--- config.mk ---
export PLATFORM = sky130hd
export DESIGN_NAME = rob_retire_top
export DESIGN_NICKNAME = d
export VERILOG_FILES = /design/src/source/rob_retire_pkg.sv /design/src/source/reorder_buffer.sv /design/src/source/retire_stage.sv /design/src/source/arch_map_table.sv /design/src/source/free_list.sv /design/src/source/rob_retire_top.sv
export VERILOG_INCLUDE_DIRS = /design/src /design/src/source
export SDC_FILE = /design/constraint.sdc
export NUM_CORES = 2
export LEC_CHECK = 0
export BUFFER_PORTS_ARGS = -buffer_cell sky130_fd_sc_hd__buf_2
export CAP_MARGIN = 20
export CORE_MARGIN = 3
export CORE_UTILIZATION = 35
export CTS_CLUSTER_SIZE = 12
export DETAILED_ROUTE_END_ITERATION = 10
export RECOVER_POWER = 25
export SYNTH_ARGS = -nofsm -noshare
export SYNTH_HDL_FRONTEND = slang
export SYNTH_HIERARCHICAL = 1
export SYNTH_SLANG_ARGS = --single-unit
export TNS_END_PERCENT = 1
--- constraint.sdc ---
create_clock -name clock -period 7.8 [get_ports clock]
set_input_delay 0.39 -clock clock [delete_from_list [all_inputs] [get_ports clock]]
set_output_delay 0.39 -clock clock [all_outputs]
set_load 0.005 [all_outputs]
--- src/source/rob_retire_params.svh ---
`ifndef ROB_RETIRE_PARAMS_SVH
`define ROB_RETIRE_PARAMS_SVH

// width of a program counter.
`define XLEN 32

// a physical register index addresses 64 registers.
`define PR 6

// the ROB index width also sizes the in-flight writer distance.
`define ROB 4

// the reorder buffer holds 2**ROB entries.
`define ROB_DEPTH 16

`endif

--- src/source/rob_retire_pkg.sv ---
`include "rob_retire_params.svh"

package rob_retire_pkg;

    // opcode class given at dispatch.
    typedef enum logic [1:0] {
        KIND_ALU    = 2'd0,
        KIND_BRANCH = 2'd1,
        KIND_STORE  = 2'd2
    } inst_kind_e;

    // one reorder buffer entry.
    // tnew is the destination register, told the mapping it replaced.
    typedef struct packed {
        logic [4:0]       arch_reg;
        logic [`PR-1:0]   tnew;
        logic [`PR-1:0]   told;
        logic             completed;
        logic             precise_state_need;
        logic [`XLEN-1:0] target_pc;
        logic             is_store;
    } rob_entry_t;

endpackage

--- src/source/reorder_buffer.sv ---
`include "rob_retire_params.svh"

module reorder_buffer (
    input  logic                                  clock,
    input  logic                                  arst_n,
    input  logic [2:0]                            dispatch_en,
    input  logic [2:0][4:0]                       dispatch_arch_reg,
    input  rob_retire_pkg::inst_kind_e [2:0]      dispatch_kind,
    input  logic [2:0][`PR-1:0]                   dispatch_tnew,
    input  logic [2:0][`PR-1:0]                   dispatch_told,
    input  logic                                  complete_en,
    input  logic [`ROB-1:0]                       complete_idx,
    input  logic                                  complete_mispredict,
    input  logic [`XLEN-1:0]                      complete_target_pc,
    input  logic [1:0]                            commit_count,
    input  logic                                  flush,
    output rob_retire_pkg::rob_entry_t [2:0]      rob_head_entry,
    output logic [`ROB-1:0]                       fl_distance,
    output logic [2:0][`ROB-1:0]                  dispatch_idx,
    output logic                                  rob_full
);

    rob_retire_pkg::rob_entry_t entries [`ROB_DEPTH];

    logic [`ROB-1:0] head;
    logic [`ROB-1:0] tail;
    logic [`ROB:0]   count;

    logic [2:0][`ROB-1:0] win_idx;
    logic [2:0]           win_valid;
    logic [2:0]           win_writer;
    logic [2:0]           pop_mask;
    logic [2:0]           disp_writer;
    logic [1:0]           n_disp;
    logic [1:0]           disp_writers;
    logic [1:0]           pop_writers;

    // slot 2 is the oldest, so it lands at the tail.
    assign dispatch_idx[2] = tail;
    assign dispatch_idx[1] = tail + 1'b1;
    assign dispatch_idx[0] = tail + 2'd2;

    assign win_idx[2] = head;
    assign win_idx[1] = head + 1'b1;
    assign win_idx[0] = head + 2'd2;

    assign win_valid[2] = (count != '0);
    assign win_valid[1] = (count > 1);
    assign win_valid[0] = (count > 2);

    always_comb begin
        for (int s = 0; s < 3; s++) begin
            rob_head_entry[s]           = entries[win_idx[s]];
            rob_head_entry[s].completed = entries[win_idx[s]].completed & win_valid[s];
            win_writer[s]               = (entries[win_idx[s]].arch_reg != 5'd0);
            disp_writer[s]              = dispatch_en[s] & (dispatch_arch_reg[s] != 5'd0);
        end
    end

    // committed slots are always the leading ones of the window.
    assign pop_mask = {commit_count != 2'd0, commit_count[1], commit_count == 2'd3};

    assign n_disp = {1'b0, dispatch_en[2]} + {1'b0, dispatch_en[1]} + {1'b0, dispatch_en[0]};

    assign disp_writers = {1'b0, disp_writer[2]} + {1'b0, disp_writer[1]}
                        + {1'b0, disp_writer[0]};

    assign pop_writers = {1'b0, pop_mask[2] & win_writer[2]}
                       + {1'b0, pop_mask[1] & win_writer[1]}
                       + {1'b0, pop_mask[0] & win_writer[0]};

    assign rob_full = (count > (`ROB_DEPTH - 3));

    always_ff @(posedge clock) begin
        for (int s = 2; s >= 0; s--) begin
            if (dispatch_en[s]) begin
                entries[dispatch_idx[s]].arch_reg           <= dispatch_arch_reg[s];
                entries[dispatch_idx[s]].tnew               <= dispatch_tnew[s];
                entries[dispatch_idx[s]].told               <= dispatch_told[s];
                entries[dispatch_idx[s]].completed          <= 1'b0;
                entries[dispatch_idx[s]].precise_state_need <= 1'b0;
                entries[dispatch_idx[s]].target_pc          <= '0;
                entries[dispatch_idx[s]].is_store           <=
                    (dispatch_kind[s] == rob_retire_pkg::KIND_STORE);
            end
        end
        if (complete_en) begin
            entries[complete_idx].completed          <= 1'b1;
            entries[complete_idx].precise_state_need <= complete_mispredict;
            entries[complete_idx].target_pc          <= complete_target_pc;
        end
    end

    // the writer distance may wrap at 16; the retire stage only needs it modulo 2**ROB.
    always_ff @(posedge clock or negedge arst_n) begin
        if (!arst_n) begin
            head        <= '0;
            tail        <= '0;
            count       <= '0;
            fl_distance <= '0;
        end else if (flush) begin
            head        <= '0;
            tail        <= '0;
            count       <= '0;
            fl_distance <= '0;
        end else begin
            head        <= head + {{(`ROB-2){1'b0}}, commit_count};
            tail        <= tail + {{(`ROB-2){1'b0}}, n_disp};
            count       <= count + {{(`ROB-1){1'b0}}, n_disp}
                                 - {{(`ROB-1){1'b0}}, commit_count};
            fl_distance <= fl_distance + {{(`ROB-2){1'b0}}, disp_writers}
                                       - {{(`ROB-2){1'b0}}, pop_writers};
        end
    end

endmodule

--- src/source/retire_stage.sv ---
`include "rob_retire_params.svh"

module retire_stage (
    input  rob_retire_pkg::rob_entry_t [2:0] rob_head_entry,
    input  logic [`ROB-1:0]                  fl_distance,
    input  logic [31:0][`PR-1:0]             archi_maptable,
    input  logic [`ROB+1:0]                  freelist_head,
    output logic                             recover_en,
    output logic [`XLEN-1:0]                 target_pc,
    output logic [2:0][4:0]                  map_ar,
    output logic [2:0][`PR-1:0]              map_ar_pr,
    output logic [31:0][`PR-1:0]             recover_maptable,
    output logic [2:0]                       retire_en,
    output logic [2:0]                       sq_retire_en,
    output logic [2:0][`PR-1:0]              told_out,
    output logic [`ROB+1:0]                  recover_head,
    output logic [1:0]                       commit_count
);

    logic [2:0]      is_writer;
    logic [1:0]      committed_writers;
    logic [`ROB-1:0] surviving;
    logic            stop;

    always_comb begin
        for (int s = 0; s < 3; s++) begin
            map_ar[s]    = rob_head_entry[s].arch_reg;
            map_ar_pr[s] = rob_head_entry[s].tnew;
            told_out[s]  = rob_head_entry[s].told;
            is_writer[s] = (rob_head_entry[s].arch_reg != 5'd0);
        end
    end

    // walk the window from the oldest slot and stop at the first incomplete entry,
    // or right after a completed branch that mispredicted.
    always_comb begin
        retire_en         = 3'b000;
        sq_retire_en      = 3'b000;
        recover_en        = 1'b0;
        target_pc         = '0;
        recover_maptable  = archi_maptable;
        commit_count      = 2'd0;
        committed_writers = 2'd0;
        stop              = 1'b0;
        for (int s = 2; s >= 0; s--) begin
            if (!stop) begin
                if (rob_head_entry[s].completed) begin
                    commit_count    = commit_count + 2'd1;
                    retire_en[s]    = is_writer[s];
                    sq_retire_en[s] = rob_head_entry[s].is_store;
                    if (is_writer[s]) begin
                        recover_maptable[rob_head_entry[s].arch_reg] = rob_head_entry[s].tnew;
                        committed_writers = committed_writers + 2'd1;
                    end
                    if (rob_head_entry[s].precise_state_need) begin
                        recover_en = 1'b1;
                        target_pc  = rob_head_entry[s].target_pc;
                        stop       = 1'b1;
                    end
                end else begin
                    stop = 1'b1;
                end
            end
        end
    end

    // writers left in the ROB after this commit hold registers that go back to the list.
    // at least one writer commits whenever all 16 entries write, so ROB bits are enough.
    assign surviving = fl_distance - {{(`ROB-2){1'b0}}, committed_writers};

    assign recover_head = freelist_head - {2'b00, surviving};

endmodule

--- src/source/arch_map_table.sv ---
`include "rob_retire_params.svh"

module arch_map_table (
    input  logic                 clock,
    input  logic                 arst_n,
    input  logic [2:0]           retire_en,
    input  logic [2:0][4:0]      map_ar,
    input  logic [2:0][`PR-1:0]  map_ar_pr,
    output logic [31:0][`PR-1:0] archi_maptable
);

    localparam int PRW = `PR;

    // the committed map is the identity out of reset.
    always_ff @(posedge clock or negedge arst_n) begin
        if (!arst_n) begin
            for (int r = 0; r < 32; r++) begin
                archi_maptable[r] <= PRW'(r);
            end
        end else begin
            // older slots first, so a younger write to the same register wins.
            for (int s = 2; s >= 0; s--) begin
                if (retire_en[s]) begin
                    archi_maptable[map_ar[s]] <= map_ar_pr[s];
                end
            end
        end
    end

endmodule

--- src/source/free_list.sv ---
`include "rob_retire_params.svh"

module free_list (
    input  logic                clock,
    input  logic                arst_n,
    input  logic [2:0]          alloc_en,
    output logic [2:0][`PR-1:0] alloc_pr,
    input  logic [2:0]          retire_en,
    input  logic [2:0][`PR-1:0] told_out,
    input  logic                recover_en,
    input  logic [`ROB+1:0]     recover_head,
    output logic [`ROB+1:0]     freelist_head
);

    localparam int PRW      = `PR;
    localparam int POSW     = `ROB + 2;
    localparam int FL_DEPTH = 32;

    logic [`PR-1:0] list [FL_DEPTH];

    logic [`ROB+1:0]      tail;
    logic [2:0][`ROB+1:0] alloc_pos;
    logic [2:0][`ROB+1:0] push_pos;
    logic [1:0]           n_alloc;
    logic [1:0]           n_push;

    // each enabled slot takes the next register after those of older slots.
    assign alloc_pos[2] = freelist_head;
    assign alloc_pos[1] = freelist_head + {{(POSW-1){1'b0}}, alloc_en[2]};
    assign alloc_pos[0] = alloc_pos[1] + {{(POSW-1){1'b0}}, alloc_en[1]};

    assign push_pos[2] = tail;
    assign push_pos[1] = tail + {{(POSW-1){1'b0}}, retire_en[2]};
    assign push_pos[0] = push_pos[1] + {{(POSW-1){1'b0}}, retire_en[1]};

    assign n_alloc = {1'b0, alloc_en[2]} + {1'b0, alloc_en[1]} + {1'b0, alloc_en[0]};
    assign n_push  = {1'b0, retire_en[2]} + {1'b0, retire_en[1]} + {1'b0, retire_en[0]};

    always_comb begin
        for (int s = 0; s < 3; s++) begin
            alloc_pr[s] = list[alloc_pos[s][`ROB:0]];
        end
    end

    // registers above the architectural range start out free.
    always_ff @(posedge clock or negedge arst_n) begin
        if (!arst_n) begin
            for (int i = 0; i < FL_DEPTH; i++) begin
                list[i] <= PRW'(i + FL_DEPTH);
            end
            freelist_head <= '0;
            tail          <= POSW'(FL_DEPTH);
        end else begin
            for (int s = 2; s >= 0; s--) begin
                if (retire_en[s]) begin
                    list[push_pos[s][`ROB:0]] <= told_out[s];
                end
            end
            tail <= tail + {{(POSW-2){1'b0}}, n_push};
            if (recover_en) begin
                freelist_head <= recover_head;
            end else begin
                freelist_head <= freelist_head + {{(POSW-2){1'b0}}, n_alloc};
            end
        end
    end

endmodule

--- src/source/rob_retire_top.sv ---
`include "rob_retire_params.svh"

module rob_retire_top (
    input  logic                             clock,
    input  logic                             arst_n,
    input  logic [2:0]                       dispatch_en,
    input  logic [2:0][4:0]                  dispatch_arch_reg,
    input  rob_retire_pkg::inst_kind_e [2:0] dispatch_kind,
    input  logic [2:0][`PR-1:0]              dispatch_told,
    input  logic                             complete_en,
    input  logic [`ROB-1:0]                  complete_idx,
    input  logic                             complete_mispredict,
    input  logic [`XLEN-1:0]                 complete_target_pc,
    output logic [2:0][`ROB-1:0]             dispatch_idx,
    output logic [2:0][`PR-1:0]              alloc_pr,
    output logic                             rob_full,
    output logic [2:0]                       retire_en,
    output logic [2:0]                       sq_retire_en,
    output logic                             recover_en,
    output logic [`XLEN-1:0]                 target_pc,
    output logic [2:0][4:0]                  map_ar,
    output logic [2:0][`PR-1:0]              map_ar_pr,
    output logic [2:0][`PR-1:0]              told_out,
    output logic [31:0][`PR-1:0]             recover_maptable,
    output logic [1:0]                       commit_count
);

    rob_retire_pkg::rob_entry_t [2:0] rob_head_entry;

    logic [`ROB-1:0]      fl_distance;
    logic [31:0][`PR-1:0] archi_maptable;
    logic [`ROB+1:0]      freelist_head;
    logic [`ROB+1:0]      recover_head;
    logic [2:0]           alloc_en;

    // only slots that write a register take one from the free list.
    assign alloc_en[2] = dispatch_en[2] & (dispatch_arch_reg[2] != 5'd0);
    assign alloc_en[1] = dispatch_en[1] & (dispatch_arch_reg[1] != 5'd0);
    assign alloc_en[0] = dispatch_en[0] & (dispatch_arch_reg[0] != 5'd0);

    reorder_buffer i_reorder_buffer (
        .clock               (clock),
        .arst_n              (arst_n),
        .dispatch_en         (dispatch_en),
        .dispatch_arch_reg   (dispatch_arch_reg),
        .dispatch_kind       (dispatch_kind),
        .dispatch_tnew       (alloc_pr),
        .dispatch_told       (dispatch_told),
        .complete_en         (complete_en),
        .complete_idx        (complete_idx),
        .complete_mispredict (complete_mispredict),
        .complete_target_pc  (complete_target_pc),
        .commit_count        (commit_count),
        .flush               (recover_en),
        .rob_head_entry      (rob_head_entry),
        .fl_distance         (fl_distance),
        .dispatch_idx        (dispatch_idx),
        .rob_full            (rob_full)
    );

    retire_stage i_retire_stage (
        .rob_head_entry   (rob_head_entry),
        .fl_distance      (fl_distance),
        .archi_maptable   (archi_maptable),
        .freelist_head    (freelist_head),
        .recover_en       (recover_en),
        .target_pc        (target_pc),
        .map_ar           (map_ar),
        .map_ar_pr        (map_ar_pr),
        .recover_maptable (recover_maptable),
        .retire_en        (retire_en),
        .sq_retire_en     (sq_retire_en),
        .told_out         (told_out),
        .recover_head     (recover_head),
        .commit_count     (commit_count)
    );

    arch_map_table i_arch_map_table (
        .clock          (clock),
        .arst_n         (arst_n),
        .retire_en      (retire_en),
        .map_ar         (map_ar),
        .map_ar_pr      (map_ar_pr),
        .archi_maptable (archi_maptable)
    );

    free_list i_free_list (
        .clock         (clock),
        .arst_n        (arst_n),
        .alloc_en      (alloc_en),
        .alloc_pr      (alloc_pr),
        .retire_en     (retire_en),
        .told_out      (told_out),
        .recover_en    (recover_en),
        .recover_head  (recover_head),
        .freelist_head (freelist_head)
    );

endmodule

==> run metrics <==
Root Driver=clkbuf_16; cell total after placement=11100; Reg-to-Reg Start=i_reorder_buffer/head[0]; maximum clock path buffer count=3; starting density of the core=0.353; layout cells sized above 1=0.303; commonest non-fill, non-tap cells in the layout=mux4_2, nand2_1, edfxtp_1; H-tree depth=4; Detailed Route Iter0 Violations=12000; net load switching power=around 0.026 W; vias in the first global route=about 73000; setup TNS=0 ps; f_max=0.141 GHz; Slew Viols, Final=~700; setup bufs post-CTS=0; CTS tree=yes; Die ar.=about 270000 um2; CTS sink cnt=about 1200; first-pass GRT wire length=around 550000 um; pin count of the biggest net entering global routing=201; TritonRoute pass-1 iters=7; sequential fraction of design power=0.230; Worst Hold End=i_reorder_buffer/entries[1][12]; CP Class=register to output pin; Rel. slew slack=-2.56; Total GRT Usage=0.282; CTS buffer count=between 100 and 150; Synth Cell Area=just over 90000 um2; Core Util, Final=0.392; switch share=0.508; DRC viols=0; # fillers=about 25000; Critical Path Start=i_reorder_buffer/head[0]; core region area=260000 um2; status=finished with violations; Nets=between 7000 and 8000; RSZ-0062 raised after global routing=no; Worst Hold Class=input port to register; Logic pwr share=0.630; IO Port Bufs=396; failing checks=capacitance limit, slew limit; initial antenna violation count=73; clock slew at reported path FFs=roughly 60 ps; area delta synth->final=11.2%; Die Span Y=slightly above 500 um; post-cts sizing count=0; row cnt=between 150 and 200; routed wire length=roughly 390000 um; post-route insts no fill=between 10000 and 15000; syn nets=about 8100; reg2reg setup slack=slightly above 800 ps; worst skew pair latency=~840 ps; hpwl dp=around 250000 um; Max-Cap Viols=18; warnings from Yosys=6; PwrDens=roughly 500 nW/um2; grt ovf=0; Worst Tran Pin Value=between 5000 and 6000 ps; # setup viols final=0; Clk pwr share=0.141; crit path launch type=register; hold_ws=60.3 ps; final period utilization=0.911; RePlAce Congestion=1.06; DR vias=between 70000 and 80000; Period minus WS final=just over 7000 ps; Worst EP required=7410 ps; Setup WS pre-CTS=936 ps; hold_sp=complete_target_pc[11]; post-route ant nets=0; io pins=about 400; Final Skew=~80 ps; R2R Path End=i_free_list/list[159]; final hold violation count=0; P_int=0.0252 W; routed vias/inst=between 6 and 7; Die Wd=518 um; Post-Syn Instances=a little under 8000; average size of a mapped cell=approximately 12 um2; crit path max fanout=66; Critical Path End Type=output pin; Worst Path Arrival=roughly 6700 ps; worst hold path depth=2; PnR worst setup slack=a little under 700 ps; Max VDD drop=0.456 mV; commonest non-fill, non-tap cell in the layout=mux4_2; wire per inst=between 30 and 40 um; P_leak=36.1 nW; R2R cell count=16
[worst max path at each step]
stage | to | cells past startpoint | slack (ps)
6_report | target_pc[3] | 12 | 690
3_5_place_dp | i_free_list/list[182] | 18 | 940
2_1_floorplan | i_reorder_buffer/fl_distance[2] | 20 | 1790
3_3_place_gp | i_free_list/list[181] | 18 | 880
4_1_cts | target_pc[17] | 9 | 250
5_1_grt | target_pc[17] | 10 | 170
[timing repair]
item                                   CTS  global route
endpoints found under the hold margin  411             0
setup endpoints to repair                0             0
hold buffers                            29             0
[power groups by stage]
stage               clock [W]  combinational (W)  sequential (W)
floorplan                   0             0.0192          0.0109
global placement            0             0.0306          0.0116
detailed placement          0             0.0309          0.0118
CTS                   0.00728             0.0310          0.0116
global route          0.00755             0.0327          0.0119
finish                0.00719             0.0322          0.0117
[per-stage QoR]
stage	instance area, um2	power, W
CTS	102000	0.0499
global route	102000	0.0522
floorplan	91800	0.0301
detailed placement	96700	0.0426
finish	102000	0.0511
global placement	96600	0.0422
[area by class of cell]
| type | instances | area (um2) | share of cell area |
|---|---|---|---|
| diodes | 36 | 90.1 | 0.000883 |
| clock buffers | 205 | 4060 | 0.0398 |
| clock inverters | 73 | 913 | 0.00895 |
| inverters | 89 | 334 | 0.00327 |
| multi-input cells | 5671 | 52600 | 0.515 |
| flip-flops and latches | 1243 | 35400 | 0.347 |
| well taps | 3496 | 4370 | 0.0429 |
| repair buffers | 687 | 4340 | 0.0425 |
[registers in the layout (all words and copies together), names as in the netlist]
register and flops:
i_reorder_buffer/fl_distance 4, i_reorder_buffer/head 4, i_arch_map_table/archi_maptable 192, i_reorder_buffer/entries 832
i_reorder_buffer/count 5, i_free_list/list 192, i_free_list/tail 5, i_free_list/freelist_head 5
i_reorder_buffer/tail 4
[worst max-delay path: stages (launching register included)]
cell and delay (ps):
dfrtp_4 620, buf_4 870, mux4_2 610, mux4_2 540
o21a_1 140, buf_4 210, and2b_1 330, and3_1 390
and2_2 530, buf_4 420, a222oi_1 930, inv_1 80
buf_2 170
[layer usage]
metal	global-route usage	wire [um]	share of wire
met1	0.372	144000	0.37
met2	0.415	170000	0.43
met3	0.0949	56800	0.14
met4	0.140	22500	0.057
met5	0	227	0.00058
(Power assumes the default switching activity.)
